$ cat config.mk
export PLATFORM = sky130hd
export DESIGN_NAME = fp_unit_top
export DESIGN_NICKNAME = d
export VERILOG_FILES = /design/src/logic/fp_pkg.sv /design/src/logic/mlt_if.sv /design/src/logic/fp_mlt.sv /design/src/logic/mlt_arbiter.sv /design/src/logic/fp_exp.sv /design/src/logic/fp_scale.sv /design/src/logic/fp_unit_top.sv
export SDC_FILE = /design/constraint.sdc
export NUM_CORES = 1
export LEC_CHECK = 0
export CAP_MARGIN = 20
export CORE_MARGIN = 2
export CORE_UTILIZATION = 25
export CTS_CLUSTER_DIAMETER = 50
export DETAILED_ROUTE_END_ITERATION = 16
export DONT_BUFFER_PORTS = 1
export GPL_TIMING_DRIVEN = 0
export PLACE_DENSITY = 0.44
export SYNTH_ARGS = -nofsm -noshare
export SYNTH_HDL_FRONTEND = slang
export SYNTH_SLANG_ARGS = --single-unit
$ cat constraint.sdc
create_clock -name clock -period 38 [get_ports clock]
set_input_delay 3.8 -clock clock [delete_from_list [all_inputs] [get_ports clock]]
set_output_delay 3.8 -clock clock [all_outputs]
set_load 0.02 [all_outputs]
$ cat src/logic/fp_pkg.sv
package fp_pkg;

    localparam int fp_exp_w  = 8;
    localparam int fp_mant_w = 7;
    localparam int fp_width  = 1 + fp_exp_w + fp_mant_w;
    localparam int fp_bias   = 127;

    typedef struct packed {
        logic                 sign;
        logic [fp_exp_w-1:0]  exp;
        logic [fp_mant_w-1:0] mant;
    } fp_fields_t;

    typedef union packed {
        logic [fp_width-1:0] bits;
        fp_fields_t          f;
    } fp_word_u;

    // requester tags.
    typedef logic req_id_t;
    localparam req_id_t req_exp   = 1'b0;
    localparam req_id_t req_scale = 1'b1;

    // cubic coefficients and shifts for the exp polynomial.
    localparam int poly_c3  = 1277;
    localparam int poly_c2  = 14825;
    localparam int poly_c1  = 79749;
    localparam int poly_c0  = 626;
    localparam int poly_sh3 = 14;
    localparam int poly_sh2 = 14;
    localparam int poly_sh1 = 11;

    function automatic fp_word_u int_to_fp(input longint x);
        fp_word_u    w;
        logic [63:0] mag;
        int          lead;
        w.bits = '0;
        mag = (x < 0) ? 64'(-x) : 64'(x);
        lead = -1;
        for (int i = 0; i < 64; i++) begin
            if (mag[i]) lead = i;             // keeps the highest set bit.
        end
        if (lead >= 0) begin
            mag = mag << (63 - lead);         // leading one to bit 63.
            w.f.sign = (x < 0);
            w.f.exp = fp_exp_w'(fp_bias + lead);
            w.f.mant = mag[62 -: fp_mant_w];  // truncated.
        end
        return w;
    endfunction

    localparam fp_word_u exp_log2e_const = int_to_fp(64'sd6196328019);

endpackage

$ cat src/logic/mlt_if.sv
`timescale 1ns/1ns

interface mlt_if;

    logic             req;        // held until granted.
    fp_pkg::fp_word_u a_word;
    fp_pkg::fp_word_u b_word;
    logic             grant;
    logic             res_valid;  // one cycle pulse.
    fp_pkg::fp_word_u res_word;

    modport requester (
        output req,
        output a_word,
        output b_word,
        input  grant,
        input  res_valid,
        input  res_word
    );

    modport arbiter (
        input  req,
        input  a_word,
        input  b_word,
        output grant,
        output res_valid,
        output res_word
    );

endinterface

$ cat src/logic/fp_mlt.sv
`timescale 1ns/1ns

module fp_mlt (
    input  logic              clock,
    input  logic              arst_n,
    input  logic              in_valid,
    input  fp_pkg::req_id_t   in_tag,
    input  fp_pkg::fp_word_u  in_a,
    input  fp_pkg::fp_word_u  in_b,
    output logic              out_valid,
    output fp_pkg::req_id_t   out_tag,
    output fp_pkg::fp_word_u  out_word
);

    localparam int prod_w = 2 * (fp_pkg::fp_mant_w + 1);

    logic                    s1_valid;
    fp_pkg::req_id_t         s1_tag;
    logic                    s1_sign;
    logic signed [10:0]      s1_exp;
    logic [prod_w-1:0]       s1_prod;
    logic                    s1_zero;

    logic signed [10:0]      norm_exp;
    logic [fp_pkg::fp_mant_w-1:0] norm_mant;
    fp_pkg::fp_word_u        res;

    // ~~~~~~~~~~~~~~~~~~~~~~~~~~~~~~~~~~~~~~~~
    // stage one: sign, exponent sum, product
    // ~~~~~~~~~~~~~~~~~~~~~~~~~~~~~~~~~~~~~~~~

    always_ff @(posedge clock or negedge arst_n) begin
        if (!arst_n) begin
            s1_valid <= 1'b0;
            out_valid <= 1'b0;
        end else begin
            s1_valid <= in_valid;
            out_valid <= s1_valid;
        end
    end

    always_ff @(posedge clock) begin
        s1_tag <= in_tag;
        s1_sign <= in_a.f.sign ^ in_b.f.sign;
        s1_exp <= 11'(in_a.f.exp) + 11'(in_b.f.exp) - 11'(fp_pkg::fp_bias);
        s1_prod <= {1'b1, in_a.f.mant} * {1'b1, in_b.f.mant};  // hidden ones.
        s1_zero <= (in_a.f.exp == '0) || (in_b.f.exp == '0);
    end

    // ~~~~~~~~~~~~~~~~~~~~~~~~~~~~~~~~~~~~~~~~
    // stage two: normalize and range checks
    // ~~~~~~~~~~~~~~~~~~~~~~~~~~~~~~~~~~~~~~~~

    always_comb begin
        if (s1_prod[prod_w-1]) begin
            norm_exp = s1_exp + 11'sd1;
            norm_mant = s1_prod[prod_w-2 -: fp_pkg::fp_mant_w];
        end else begin
            norm_exp = s1_exp;
            norm_mant = s1_prod[prod_w-3 -: fp_pkg::fp_mant_w];
        end
        res.f.sign = s1_sign;
        res.f.exp = norm_exp[fp_pkg::fp_exp_w-1:0];
        res.f.mant = norm_mant;                          // truncated.
        if (s1_zero || norm_exp <= 11'sd0) begin
            res.bits = '0;                               // zero and underflow.
        end else if (norm_exp >= 11'sd255) begin
            res.f.exp = '1;                              // saturate to infinity.
            res.f.mant = '0;
        end
    end

    always_ff @(posedge clock) begin
        out_tag <= s1_tag;
        out_word <= res;
    end

    assert property (@(posedge clock) disable iff (!arst_n) in_valid |-> ##2 out_valid)
        else $error("multiplier result did not appear two cycles after issue");

endmodule

$ cat src/logic/mlt_arbiter.sv
`timescale 1ns/1ns

module mlt_arbiter (
    input  logic              clock,
    input  logic              arst_n,
    mlt_if.arbiter            exp_port,
    mlt_if.arbiter            scale_port,
    output logic              in_valid,
    output fp_pkg::req_id_t   in_tag,
    output fp_pkg::fp_word_u  in_a,
    output fp_pkg::fp_word_u  in_b,
    input  logic              out_valid,
    input  fp_pkg::req_id_t   out_tag,
    input  fp_pkg::fp_word_u  out_word
);

    fp_pkg::req_id_t last_winner;
    logic            both_req;
    logic            pick_scale;

    // ~~~~~~~~~~~~~~~~~~~~~~~~~~~~~~~~~~~~~~~~
    // issue side
    // ~~~~~~~~~~~~~~~~~~~~~~~~~~~~~~~~~~~~~~~~

    assign both_req = exp_port.req && scale_port.req;

    // on a tie the peer that did not win last time goes.
    assign pick_scale = both_req ? (last_winner == fp_pkg::req_exp) : scale_port.req;

    assign exp_port.grant = exp_port.req && !pick_scale;
    assign scale_port.grant = scale_port.req && pick_scale;

    assign in_valid = exp_port.req || scale_port.req;
    assign in_tag = pick_scale ? fp_pkg::req_scale : fp_pkg::req_exp;
    assign in_a = pick_scale ? scale_port.a_word : exp_port.a_word;
    assign in_b = pick_scale ? scale_port.b_word : exp_port.b_word;

    always_ff @(posedge clock or negedge arst_n) begin
        if (!arst_n) begin
            last_winner <= fp_pkg::req_scale;   // exp wins the first tie.
        end else if (in_valid) begin
            last_winner <= in_tag;
        end
    end

    // ~~~~~~~~~~~~~~~~~~~~~~~~~~~~~~~~~~~~~~~~
    // return side
    // ~~~~~~~~~~~~~~~~~~~~~~~~~~~~~~~~~~~~~~~~

    assign exp_port.res_valid = out_valid && (out_tag == fp_pkg::req_exp);
    assign scale_port.res_valid = out_valid && (out_tag == fp_pkg::req_scale);
    assign exp_port.res_word = out_word;
    assign scale_port.res_word = out_word;

    assert property (@(posedge clock) disable iff (!arst_n)
        !(exp_port.grant && scale_port.grant))
        else $error("both peers granted in one cycle");

endmodule

$ cat src/logic/fp_exp.sv
`timescale 1ns/1ns

module fp_exp #(
    parameter int queue_depth = 4
) (
    input  logic              clock,
    input  logic              arst_n,
    input  logic              data_valid,
    input  fp_pkg::fp_word_u  data,
    output logic              full,
    mlt_if.requester          mlt,
    output logic              result_valid,
    output logic [31:0]       result
);

    localparam int ptr_w = (queue_depth > 1) ? $clog2(queue_depth) : 1;
    localparam int cnt_w = $clog2(queue_depth + 1);

    fp_pkg::fp_word_u             queue_mem [queue_depth];
    logic [ptr_w-1:0]             wr_ptr;
    logic [ptr_w-1:0]             rd_ptr;
    logic [cnt_w-1:0]             count;
    logic                         push;
    logic                         pop;

    logic                         prod_valid;
    logic [fp_pkg::fp_mant_w-1:0] prod_mant;
    logic signed [31:0]           m_ext;
    logic signed [31:0]           t3;
    logic signed [31:0]           t2;
    logic signed [31:0]           t1;

    function automatic logic [ptr_w-1:0] ptr_inc(input logic [ptr_w-1:0] p);
        return (p == ptr_w'(queue_depth - 1)) ? '0 : p + 1'b1;
    endfunction

    // ~~~~~~~~~~~~~~~~~~~~~~~~~~~~~~~~~~~~~~~~
    // input queue
    // ~~~~~~~~~~~~~~~~~~~~~~~~~~~~~~~~~~~~~~~~

    assign push = data_valid && !full;
    assign pop = mlt.grant;
    assign full = (count == cnt_w'(queue_depth));

    always_ff @(posedge clock or negedge arst_n) begin
        if (!arst_n) begin
            wr_ptr <= '0;
            rd_ptr <= '0;
            count <= '0;
        end else begin
            if (push) wr_ptr <= ptr_inc(wr_ptr);
            if (pop) rd_ptr <= ptr_inc(rd_ptr);
            case ({push, pop})
                2'b10:   count <= count + 1'b1;
                2'b01:   count <= count - 1'b1;
                default: count <= count;
            endcase
        end
    end

    always_ff @(posedge clock) begin
        if (push) queue_mem[wr_ptr] <= data;
    end

    assign mlt.req = (count != '0);
    assign mlt.a_word = queue_mem[rd_ptr];
    assign mlt.b_word = fp_pkg::exp_log2e_const;

    // ~~~~~~~~~~~~~~~~~~~~~~~~~~~~~~~~~~~~~~~~
    // polynomial on the product mantissa
    // ~~~~~~~~~~~~~~~~~~~~~~~~~~~~~~~~~~~~~~~~

    always_comb begin
        m_ext = 32'(prod_mant);
        t3 = ((m_ext * fp_pkg::poly_c3) >>> fp_pkg::poly_sh3) + fp_pkg::poly_c2;
        t2 = ((t3 * m_ext) >>> fp_pkg::poly_sh2) - fp_pkg::poly_c1;
        t1 = ((t2 * m_ext) >>> fp_pkg::poly_sh1) - fp_pkg::poly_c0;  // shifts are arithmetic.
    end

    always_ff @(posedge clock or negedge arst_n) begin
        if (!arst_n) begin
            prod_valid <= 1'b0;
            result_valid <= 1'b0;
        end else begin
            prod_valid <= mlt.res_valid;
            result_valid <= prod_valid;
        end
    end

    always_ff @(posedge clock) begin
        if (mlt.res_valid) prod_mant <= mlt.res_word.f.mant;
        if (prod_valid) result <= t1;
    end

    assert property (@(posedge clock) disable iff (!arst_n) data_valid |-> !full)
        else $error("exp input strobed while queue full, word dropped");

endmodule

$ cat src/logic/fp_scale.sv
`timescale 1ns/1ns

module fp_scale #(
    parameter int queue_depth = 4
) (
    input  logic              clock,
    input  logic              arst_n,
    input  logic              data_valid,
    input  fp_pkg::fp_word_u  data,
    input  fp_pkg::fp_word_u  factor,
    output logic              full,
    mlt_if.requester          mlt,
    output logic              result_valid,
    output fp_pkg::fp_word_u  result
);

    localparam int ptr_w = (queue_depth > 1) ? $clog2(queue_depth) : 1;
    localparam int cnt_w = $clog2(queue_depth + 1);

    fp_pkg::fp_word_u  data_mem [queue_depth];
    fp_pkg::fp_word_u  factor_mem [queue_depth];   // factor as seen at the strobe.
    logic [ptr_w-1:0]  wr_ptr;
    logic [ptr_w-1:0]  rd_ptr;
    logic [cnt_w-1:0]  count;
    logic              push;
    logic              pop;

    function automatic logic [ptr_w-1:0] ptr_inc(input logic [ptr_w-1:0] p);
        return (p == ptr_w'(queue_depth - 1)) ? '0 : p + 1'b1;
    endfunction

    assign push = data_valid && !full;
    assign pop = mlt.grant;
    assign full = (count == cnt_w'(queue_depth));

    always_ff @(posedge clock or negedge arst_n) begin
        if (!arst_n) begin
            wr_ptr <= '0;
            rd_ptr <= '0;
            count <= '0;
        end else begin
            if (push) wr_ptr <= ptr_inc(wr_ptr);
            if (pop) rd_ptr <= ptr_inc(rd_ptr);
            case ({push, pop})
                2'b10:   count <= count + 1'b1;
                2'b01:   count <= count - 1'b1;
                default: count <= count;
            endcase
        end
    end

    always_ff @(posedge clock) begin
        if (push) begin
            data_mem[wr_ptr] <= data;
            factor_mem[wr_ptr] <= factor;
        end
    end

    assign mlt.req = (count != '0);
    assign mlt.a_word = data_mem[rd_ptr];
    assign mlt.b_word = factor_mem[rd_ptr];

    // products go straight out, one register deep.
    always_ff @(posedge clock or negedge arst_n) begin
        if (!arst_n) begin
            result_valid <= 1'b0;
        end else begin
            result_valid <= mlt.res_valid;
        end
    end

    always_ff @(posedge clock) begin
        if (mlt.res_valid) result <= mlt.res_word;
    end

    assert property (@(posedge clock) disable iff (!arst_n) data_valid |-> !full)
        else $error("scale input strobed while queue full, word dropped");

endmodule

$ cat src/logic/fp_unit_top.sv
`timescale 1ns/1ns

module fp_unit_top #(
    parameter int queue_depth = 4
) (
    input  logic         clock,
    input  logic         arst_n,
    input  logic         exp_valid,
    input  logic [15:0]  exp_data,
    output logic         exp_full,
    output logic         exp_result_valid,
    output logic [31:0]  exp_result,
    input  logic         scale_valid,
    input  logic [15:0]  scale_data,
    input  logic [15:0]  scale_factor,
    output logic         scale_full,
    output logic         scale_result_valid,
    output logic [15:0]  scale_result
);

    logic              mlt_in_valid;
    fp_pkg::req_id_t   mlt_in_tag;
    fp_pkg::fp_word_u  mlt_in_a;
    fp_pkg::fp_word_u  mlt_in_b;
    logic              mlt_out_valid;
    fp_pkg::req_id_t   mlt_out_tag;
    fp_pkg::fp_word_u  mlt_out_word;

    mlt_if exp_mlt ();
    mlt_if scale_mlt ();

    // ~~~~~~~~~~~~~~~~~~~~~~~~~~~~~~~~~~~~~~~~
    // peers
    // ~~~~~~~~~~~~~~~~~~~~~~~~~~~~~~~~~~~~~~~~

    fp_exp #(
        .queue_depth  (queue_depth)
    ) u_fp_exp (
        .clock        (clock),
        .arst_n       (arst_n),
        .data_valid   (exp_valid),
        .data         (exp_data),
        .full         (exp_full),
        .mlt          (exp_mlt.requester),
        .result_valid (exp_result_valid),
        .result       (exp_result)
    );

    fp_scale #(
        .queue_depth  (queue_depth)
    ) u_fp_scale (
        .clock        (clock),
        .arst_n       (arst_n),
        .data_valid   (scale_valid),
        .data         (scale_data),
        .factor       (scale_factor),
        .full         (scale_full),
        .mlt          (scale_mlt.requester),
        .result_valid (scale_result_valid),
        .result       (scale_result)
    );

    // ~~~~~~~~~~~~~~~~~~~~~~~~~~~~~~~~~~~~~~~~
    // shared multiplier
    // ~~~~~~~~~~~~~~~~~~~~~~~~~~~~~~~~~~~~~~~~

    mlt_arbiter u_mlt_arbiter (
        .clock      (clock),
        .arst_n     (arst_n),
        .exp_port   (exp_mlt.arbiter),
        .scale_port (scale_mlt.arbiter),
        .in_valid   (mlt_in_valid),
        .in_tag     (mlt_in_tag),
        .in_a       (mlt_in_a),
        .in_b       (mlt_in_b),
        .out_valid  (mlt_out_valid),
        .out_tag    (mlt_out_tag),
        .out_word   (mlt_out_word)
    );

    fp_mlt u_fp_mlt (
        .clock     (clock),
        .arst_n    (arst_n),
        .in_valid  (mlt_in_valid),
        .in_tag    (mlt_in_tag),
        .in_a      (mlt_in_a),
        .in_b      (mlt_in_b),
        .out_valid (mlt_out_valid),
        .out_tag   (mlt_out_tag),
        .out_word  (mlt_out_word)
    );

endmodule

; ---- Word level (Yosys, flattened, before mapping)
; Memory sizes are Yosys's and may differ from the RTL's.
; Cells that the tools add are included.
[totals]
output_inout_bits = 52
ramBits = 192
elab_cells = 96
inputBits = 52
regBits = 122
mem_count = 3
[op_classes]
n_lt_le_gt_ge = 2
n_reduce_logical = 20
n_mux = 17
bitwise_logic = 3
multipliers = 4
add_sub_neg = 14
eq_ne = 10
[memory_table]
columns = name, depth, word_bits, rd, rd_ports_with_merged_regs, wr, line_no
row1 = u_fp_exp.queue_mem, 4, 16, 1, 0, 1, fp_exp.sv:19  ; fp_pkg::fp_word_u queue_mem [queue_depth];
row2 = u_fp_scale.data_mem, 4, 16, 1, 0, 1, fp_scale.sv:20  ; fp_pkg::fp_word_u data_mem [queue_depth];
row3 = u_fp_scale.factor_mem, 4, 16, 1, 0, 1, fp_scale.sv:21  ; fp_pkg::fp_word_u factor_mem [queue_depth];
[op_table]
columns = cell, count
row1 = 16-bit 2-to-1 mux, 2
row2 = 19-bit by 8-bit multiplier with 27-bit output, 1
row3 = 15-bit by 7-bit multiplier with 22-bit output, 1
row4 = 21-bit by 11-bit subtractor with 22-bit output (second input constant), 1
row5 = 13-bit by 18-bit subtractor with 19-bit output (second input constant), 1
row6 = 7-bit by 11-bit multiplier with 18-bit output (second input constant), 1
row7 = 8-bit zero test, 2
row8 = 8-bit by 8-bit multiplier with 16-bit output, 1
row9 = 4-bit by 14-bit adder with 15-bit output (second input constant), 1
row10 = 15-bit 2-to-1 mux, 1
row11 = 2-bit equality test (second input constant), 6
row12 = 3-bit one-hot mux with 2 select lines, 2
row13 = 11-bit by 2-bit adder with 11-bit output (second input constant), 1
row14 = 11-bit by 9-bit greater-or-equal comparator with 1-bit output (second input constant), 1
row15 = 11-bit by 1-bit less-or-equal comparator with 1-bit output (second input constant), 1
row16 = 11-bit 2-to-1 mux, 1
row17 = 11-bit by 7-bit subtractor with 11-bit output (second input constant), 1
row18 = 8-bit by 8-bit adder with 9-bit output, 1
row19 = 2-bit by 1-bit adder with 2-bit output (second input constant), 4
row20 = 2-bit 2-to-1 mux, 4
row21 = 1-bit logical AND, 7
row22 = 7-bit 2-to-1 mux, 1
row23 = 3-bit by 1-bit adder with 3-bit output (second input constant), 2
row24 = 3-bit equality test (second input constant), 2
row25 = other kinds (10), 24

; ---- Logic depth before layout (Yosys ltp)
; Gate-level depths: netlist (run 1).
[depth]
word_depth = 7
ltp_mapped = 68
ltp_nobuf = 66

; ---- Hierarchy
; From an unflattened synthesis (run 1), not the netlist that was laid out.
[hier_totals]
cells_unflattened = 1761
hier_area_um2 = 21289.2
[by_module_without_submodules]
columns = mod, seq_area_each_um2, area_each_um2, instances, cells_each
row1 = fp_exp, 2837.7, 11100.6, 1, 1039
row2 = fp_scale, 4524.3, 5612.9, 1, 223
row3 = fp_mlt, 850.8, 3849.9, 1, 422
row4 = mlt_arbiter, 26.3, 725.7, 1, 77

; ---- Worst setup path after synthesis (run 1)
; Ideal clock, no wire load.
[synth_timing]
path_kind = reg2reg
start = register u_fp_exp.prod_mant[4] (netlist bit)
end = register u_fp_exp.result[15] (data pin)
n_path_buf = 1
setup_slack_ns = 22.848
path_stages_with_launch = 61
synth_period_minus_slack_ns = 15.152
t_arrival_ns = 14.883
path_cell_list = edfxtp_1 -> clkinv_1 -> fa_1 -> inv_1 -> fa_1 -> fa_1 -> fa_1 -> ha_1 -> o21ai_0 -> o21ai_1 -> o211ai_1 -> a21boi_0 -> or2_2 -> inv_1 -> ha_1 -> maj3_1 -> or2_2 -> nand2_1 -> [25 not listed] -> fa_1 -> fa_1 -> inv_1 -> fa_1 -> inv_1 -> ha_1 -> a21o_1 -> o21bai_1 -> a221oi_1 -> o21ai_0 -> a211o_1 -> a31oi_1 -> o21ai_0 -> xor2_1 -> a211oi_2 -> and2_4 -> o311a_1 -> o211ai_2
[synth_between]
elab_chain_len = 6
[synth_lines]
columns = element, line_no
row1 = start: declaration, fp_exp.sv:27  ; logic [fp_pkg::fp_mant_w-1:0] prod_mant;
row2 = start signal: assignment, fp_exp.sv:91  ; if (mlt.res_valid) prod_mant <= mlt.res_word.f.mant;
row3 = 7-bit by 11-bit multiplier with 18-bit output, fp_exp.sv:75  ; t3 = ((m_ext * fp_pkg::poly_c3) >>> fp_pkg::poly_sh3) + fp_pkg::poly_c2;
row4 = 4-bit by 14-bit adder with 15-bit output, fp_exp.sv:75
row5 = 15-bit by 7-bit multiplier with 22-bit output, fp_exp.sv:76  ; t2 = ((t3 * m_ext) >>> fp_pkg::poly_sh2) - fp_pkg::poly_c1;
row6 = 13-bit by 18-bit subtractor with 19-bit output, fp_exp.sv:76
row7 = 19-bit by 8-bit multiplier with 27-bit output *, fp_exp.sv:77  ; t1 = ((t2 * m_ext) >>> fp_pkg::poly_sh1) - fp_pkg::poly_c0;
row8 = 21-bit by 11-bit subtractor with 22-bit output *, fp_exp.sv:77
row9 = named net u_fp_exp.t1[15], fp_exp.sv:31  ; logic signed [31:0] t1;
row10 = end signal: assignment, fp_exp.sv:92  ; if (prod_valid) result <= t1;
row11 = end: declaration, fp_exp.sv:13  ; output logic [31:0] result
; The timed path passes the listed nets; every way through them passes the cells marked *.
; A chain may end at the register's enable or synchronous reset.

; ---- Worst setup path after layout (run 1)
; Same ends and word-level chain as after synthesis.

==> impl_metrics.env, run 1 <==
export IMPL_outcome="complete, no violations"
export IMPL_vias=12700
export IMPL_grt_pass1_vias=13900
export IMPL_nFillCells=8491
export IMPL_grt_total_usage_pct=11.7
export IMPL_drive_above_1_share_pct=10.0
export IMPL_hold_buffers=0
export IMPL_synth_top_area_cell="edfxtp_1"
export IMPL_core_area_mm2=0.0822
export IMPL_port_buffers=0
export IMPL_worstSetupPathType="flop to flop"
export IMPL_clk_latency_ns=0.58
export IMPL_slew_viol_final=0
export IMPL_n_antenna_cell=0
export IMPL_fin_worst_skew_ns=0.0386
export IMPL_pre_cts_ws_ns=19.04
export IMPL_wire_per_inst_um=16.9
export IMPL_arrival_ns=19.40
export IMPL_crit_slowest_cell="edfxtp_1"
export IMPL_start_util_pct=25.3
export IMPL_synth_edf_count=237
export IMPL_grt_busiest_layer="met2"
export IMPL_worst_setup_path_start_kind="flop"
export IMPL_synth_area_leaders="edfxtp_1 34%, fa_1 14%, ha_1 12%"
export IMPL_syn_to_final_growth_pct=13.9
export IMPL_path_delay_family="adder cells"
export IMPL_postRouteAntennaNets=0
export IMPL_gp_congestion=0.805
export IMPL_path_buf_inv=8
export IMPL_tightestPinTransition_ns=1.09
export IMPL_synth_most_common_cell="inv_1"
export IMPL_drt_total_wl_um=49100
export IMPL_required_ns=38.28
export IMPL_seq_area_frac_synth_pct=40.5
export IMPL_num_rows=105
export IMPL_cts_resized=0
export IMPL_grt_pass1_wl_um=78500
export IMPL_yosys_warnings=0
export IMPL_die_area_mm2=0.0855
export IMPL_grtUsageMet2_pct=20.8
export IMPL_cts_root_buf="clkbuf_16"
export IMPL_hpwl_um=38400
export IMPL_die_width_um=292
export IMPL_die_h_um=292
export IMPL_met3_usage_pct=2.53
export IMPL_ios=104
export IMPL_setup_viol=0
export IMPL_synth_common_cells="247 x inv_1, 237 x edfxtp_1, 206 x ha_1, 148 x fa_1, 118 x nand2_1"
export IMPL_critPathMostFrequentCell="fa_1"
export IMPL_async_reset_ff_share_pct=6.73
export IMPL_cts_post_setup_buffers_inserted=0
export IMPL_final_setup_tns_ns=0
export IMPL_nets=2209
export IMPL_synth_seq_cells=297
export IMPL_layout_setup_ws_ns=18.88
export IMPL_clk_pin_slew_worst_paths_ns=0.06
export IMPL_antenna_found_initial=0
export IMPL_netlist_area_mm2=0.0208
export IMPL_syn_nets=2159
export IMPL_drc=0
export IMPL_synth_top_area_share_pct=34.2
export IMPL_hold_viol=0
export IMPL_vias_per_cell=4.38
export IMPL_first_pass_iters=5
export IMPL_cts_tree="done"
export IMPL_met1_usage_pct=14.3
export IMPL_avgSynthCellArea_um2=11.9
export IMPL_critPathMaxStageDelay_ns=1.07
export IMPL_h_tree_depth=2
export IMPL_fin_crit_ns=19.12
export IMPL_crit_fanout=18
export IMPL_syn_inst=1753
export IMPL_rsz0062_at_grt="false"
export IMPL_drv_cap=0
export IMPL_cts_sinks=297
export IMPL_grt_overflow_total=0
export IMPL_end_kind="flop"
export IMPL_grt_max_degree=24
export IMPL_hold_path_class="flop to flop"
export IMPL_cts_path_max_buffers=3
export IMPL_clock_fmax_mhz=52.3
export IMPL_drt_iter0_markers=602
export IMPL_maxSlewHeadroom_pct=27.2
export IMPL_cts_buffers=43
export IMPL_synth_cell_types=88
export IMPL_yosys_most_used_dff="edfxtp_1"
export IMPL_fin_crit_sh_pct=50.3
## worst paths after layout
path | startpoint | endpoint | slack (ns) | cells past startpoint
setup reg to reg | u_fp_exp.prod_mant[4]$_DFFE_PP_ | u_fp_exp.result[15]$_DFFE_PP_ | 18.88 | 58
min in group asynchronous | arst_n | u_fp_scale.rd_ptr[0]$_DFFE_PN0P_ | 2.92 | 0
hold reg to reg | u_fp_mlt.s1_tag$_DFF_P_ | u_fp_mlt.out_tag$_DFF_P_ | 0.33 | 0
setup / recovery | u_fp_exp.prod_mant[4]$_DFFE_PP_ | u_fp_exp.result[15]$_DFFE_PP_ | 18.88 | 58
max in group asynchronous | arst_n | u_mlt_arbiter.last_winner$_DFFE_PN1P_ | 34.91 | 0
hold / removal | u_fp_mlt.s1_tag$_DFF_P_ | u_fp_mlt.out_tag$_DFF_P_ | 0.33 | 0
## per-stage QoR
step	hold slack (ns)	area [um2]	utilization [%]	instances
after floorplan	0.310	20800	-	1753
after global placement	0.314	22100	26.9	2823
after detailed placement	0.323	22300	27.1	2828
after CTS	0.336	23700	28.8	2906
after global routing	0.340	23700	28.8	2906
final	0.331	23700	28.8	2906
## cells by family (layout without fill, tap and decap cells)
group / after synthesis / after routing / share of synthesized area [%]
buffers and inverters: 299 / 382 / 5.63
AO/OA/AOI/OAI: 221 / 221 / 7.26
adder cells (fa/ha/maj): 355 / 355 / 26.7
flip-flops: 297 / 297 / 40.5
AND/OR/NAND/NOR: 431 / 431 / 10.3
multiplexers: 65 / 65 / 5.97
XOR/XNOR: 85 / 85 / 3.65
## layout by cell type, fill, tap and decap left out, types with 6 or more instances in the layout
| cell type | netlist | routed |
|---|---|---|
| dfxtp_1 | 40 | 40 |
| mux4_2 | 47 | 47 |
| dfrtp_1 | 19 | 19 |
| or2_2 | 8 | 8 |
| xnor2_1 | 56 | 56 |
| xor2_1 | 27 | 27 |
| and3_1 | 14 | 14 |
| and2_1 | 64 | 60 |
| ha_1 | 206 | 206 |
| o221ai_1 | 7 | 7 |
| clkbuf_16 | 0 | 43 |
| nand2b_1 | 18 | 18 |
| o21bai_1 | 10 | 10 |
| fa_1 | 148 | 148 |
| nor3_1 | 19 | 19 |
| nand3_1 | 28 | 28 |
| o211ai_1 | 7 | 7 |
| o21ai_0 | 32 | 32 |
| a21o_1 | 20 | 20 |
| edfxtp_1 | 237 | 237 |
| a31oi_1 | 7 | 7 |
| nor2_1 | 105 | 105 |
| o21a_1 | 6 | 6 |
| a21oi_1 | 68 | 68 |
| inv_6 | 0 | 7 |
| clkbuf_1 | 28 | 35 |
| or3_1 | 8 | 8 |
| nor2b_1 | 14 | 14 |
| nand2_1 | 118 | 118 |
| buf_1 | 6 | 6 |
| nand4_1 | 8 | 8 |
| o21ai_1 | 6 | 6 |
| clkinv_2 | 0 | 7 |
| buf_4 | 10 | 10 |
| inv_1 | 247 | 247 |
| mux2i_1 | 15 | 15 |
## sequential cells by signal, indices dropped and copies added, names as in the netlist, 2 cells and up
name                   flops
u_fp_scale.factor_mem     64
u_fp_exp.count             3
u_fp_exp.result           22
u_fp_mlt.s1_prod           9
u_fp_scale.result         16
u_fp_scale.count           3
u_fp_scale.wr_ptr          2
u_fp_scale.data_mem       64
u_fp_exp.queue_mem        64
u_fp_scale.rd_ptr          2
u_fp_mlt.s1_exp           11
u_fp_exp.prod_mant         7
u_fp_exp.wr_ptr            2
u_fp_exp.rd_ptr            2
u_fp_mlt.out_word         16
## metal layers
layer	part of all wire [%]	wire length [um]
met5	0	0
met4	2.0	994
met3	4.6	2270
met2	50	24500
met1	43	21300
## worst reg2reg max path, delay by kind of cell (launching register included)
kind                     cells  cell delay, ns
adder cells (fa/ha/maj)     17            7.98
flip-flops                   1            1.07
AND/OR/NAND/NOR             10            2.68
buffers and inverters        8            1.51
XOR/XNOR                     4            1.56
AO/OA/AOI/OAI               19            4.03
## cell type report
cell class	count	area (um2)	share of cell area (%)
tap	1070	1340	5.65
multi-input combinational	1157	11200	47.3
clock inverter	27	317	1.34
sequential	297	8420	35.5
inverter	250	938	3.96
timing repair buffer	5	115	0.486
buffer	49	234	0.987
clock buffer	51	1120	4.71
Power of run 1 is left out: the tool's default activity adds up to more than one toggle a clock period on the data nets, which glitch-free logic cannot reach.
==> run 2, diff against run 1 <==
- ABC_AREA: default -> 1
- clock period: 38 -> 18.3 ns (I/O delays scaled with it)
==> impl_metrics.env, run 2 <==
export IMPL_outcome="complete, no violations"
export IMPL_wire_per_inst_um=16.0
export IMPL_synth_area_leaders="edfxtp_1 34%, fa_1 14%, ha_1 12%"
export IMPL_clk_latency_ns=0.58
export IMPL_reg_largest_list="u_fp_exp.queue_mem x64, u_fp_scale.data_mem x64, u_fp_scale.factor_mem x64"
export IMPL_syn_to_final_growth_pct=14.2
export IMPL_drt_iter0_markers=821
export IMPL_cts_sinks=297
export IMPL_syn_inst=2133
export IMPL_fin_cells=3296
export IMPL_vias=14300
export IMPL_nets=2591
export IMPL_drt_total_wl_um=52900
export IMPL_clk_pin_slew_worst_paths_ns=0.06
export IMPL_grt_max_degree=25
export IMPL_layout_commonest_cell="inv_1"
export IMPL_slew_viol_final=0
export IMPL_cts_tree="done"
export IMPL_cts_resized=0
export IMPL_core_area_mm2=0.0836
export IMPL_hpwl_um=41400
export IMPL_worst_setup_path_start_kind="flop"
export IMPL_cts_root_buf="clkbuf_16"
export IMPL_grt_overflow_total=0
export IMPL_critPathMostFrequentCell="fa_1"
export IMPL_synth_cell_types=67
export IMPL_ios=104
export IMPL_vias_per_cell=4.34
export IMPL_setup_viol=0
export IMPL_hold_buffers=0
export IMPL_rsz0062_at_grt="false"
export IMPL_die_area_mm2=0.0866
export IMPL_first_pass_iters=5
export IMPL_maxSlewHeadroom_pct=32.9
export IMPL_end_kind="flop"
export IMPL_final_setup_tns_ns=0
export IMPL_tightestPinTransition_ns=1.01
export IMPL_netlist_area_mm2=0.0211
export IMPL_design_area_mm2=0.0241
export IMPL_postPlaceCellArea_mm2=0.0226
export IMPL_fin_crit_ns=15.03
export IMPL_hold_viol=0
export IMPL_final_util_pct=28.8
export IMPL_final_cell_mix="347 x inv_1, 281 x nand2_1, 262 x nor2_1"
export IMPL_fin_crit_sh_pct=82.1
export IMPL_drc=0
export IMPL_postRouteAntennaNets=0
export IMPL_synth_common_cells="347 x inv_1, 281 x nand2_1, 270 x nor2_1, 237 x edfxtp_1, 206 x ha_1"
export IMPL_grt_pass1_wl_um=84000
export IMPL_port_buffers=0
export IMPL_cts_buffers=40
export IMPL_clock_fmax_mhz=66.5
export IMPL_die_h_um=294
export IMPL_h_tree_depth=2
export IMPL_hold_path_class="flop to flop"
export IMPL_synth_most_common_cell="inv_1"
export IMPL_arrival_ns=15.34
export IMPL_syn_nets=2539
export IMPL_critPathMaxStageDelay_ns=0.77
export IMPL_antenna_found_initial=5
export IMPL_crit_slowest_cell="clkbuf_1"
export IMPL_yosys_most_used_dff="edfxtp_1"
export IMPL_dp_cells=3221
export IMPL_crit_fanout=15
export IMPL_grt_pass1_vias=14900
export IMPL_synth_top_area_share_pct=33.8
export IMPL_cts_path_max_buffers=3
export IMPL_start_util_pct=25.2
export IMPL_worstSetupPathType="flop to flop"
export IMPL_synth_top_area_cell="edfxtp_1"
export IMPL_gp_congestion=0.827
export IMPL_avgSynthCellArea_um2=9.88
export IMPL_die_width_um=294
export IMPL_drv_cap=0
export IMPL_synth_edf_count=237
export IMPL_fin_worst_skew_ns=0.0340
export IMPL_required_ns=18.61
export IMPL_cts_post_setup_buffers_inserted=0
export IMPL_grt_total_usage_pct=12.5
export IMPL_num_rows=106
export IMPL_seq_area_frac_synth_pct=40.0
export IMPL_drive_above_1_share_pct=9.12
export IMPL_yosys_warnings=0
export IMPL_async_reset_ff_share_pct=6.73
export IMPL_n_antenna_cell=0
export IMPL_synth_seq_cells=297
[run 2: cell types whose count changed after synthesis, moves of 18 or more]
cell | before | now
xnor2_1 | 56 | 20
o21ai_0 | 32 | 110
a21oi_1 | 68 | 94
and2_1 | 64 | 4
inv_1 | 247 | 347
nand2_1 | 118 | 281
nand2b_1 | 18 | 0
nand2_2 | 0 | 28
mux4_2 | 47 | 0
nor2_1 | 105 | 270
[run 2: cell families after synthesis]
group / share of synthesized area (%)
buf+inv: 7.64
xor+xnor: 2.84
flops: 40.0
mux: 0.113
fa+ha+maj: 26.3
compound gates: 8.44
simple gates: 14.7
[run 2: critical path, delay by kind of cell (launching register included)]
kind            cells  cell delay (ns)
simple gates       21             2.07
flops               1             0.75
fa+ha+maj          17             7.43
xor+xnor            4             1.52
buf+inv            11             1.58
compound gates      8             1.36
[run 2: final timing paths]
check / startpoint / endpoint / slack (ns) / cells past startpoint
max in group asynchronous: arst_n / u_mlt_arbiter.last_winner$_DFFE_PN1P_ / 17.19 / 0
worst max-delay path: u_fp_exp.prod_mant[4]$_DFFE_PP_ / u_fp_exp.result[15]$_DFFE_PP_ / 3.27 / 61
min in group asynchronous: arst_n / u_fp_scale.wr_ptr[0]$_DFFE_PN0P_ / 0.94 / 0
worst max register to register: u_fp_exp.prod_mant[4]$_DFFE_PP_ / u_fp_exp.result[15]$_DFFE_PP_ / 3.27 / 61
worst min register to register: u_fp_mlt.s1_tag$_DFF_P_ / u_fp_mlt.out_tag$_DFF_P_ / 0.33 / 0
worst min-delay path: u_fp_mlt.s1_tag$_DFF_P_ / u_fp_mlt.out_tag$_DFF_P_ / 0.33 / 0
[run 2: cell type report]
| cell class | instances | area, um2 |
|---|---|---|
| multi-input combinational | 1420 | 11100 |
| clock buffer | 47 | 1080 |
| sequential | 297 | 8420 |
| buffer | 55 | 253 |
| fill | 8722 | 59500 |
| tap | 1080 | 1350 |
| inverter | 361 | 1360 |
| timing repair buffer | 10 | 183 |
| clock inverter | 26 | 335 |
[run 2: metrics by stage]
| stage | setup slack (ns) | hold slack, ns |
|---|---|---|
| final | 3.27 | 0.330 |
| after global routing | 2.19 | 0.337 |
| after CTS | 3.26 | 0.332 |
| after detailed placement | 3.29 | 0.321 |
| after global placement | 3.34 | 0.324 |
| after floorplan | 5.19 | 0.310 |
[run 2: metal layers]
layer  up-vias  share of wire, %  wire length, um  track usage (%)
met5         -                 0                0                0
met4         0               1.9             1000             3.00
met3        61               5.4             2870             2.92
met2       236                48            25200             21.3
met1      6920                45            23800             15.9
li1       7096                 -                -                -
Power of run 2 is left out for the same reason.
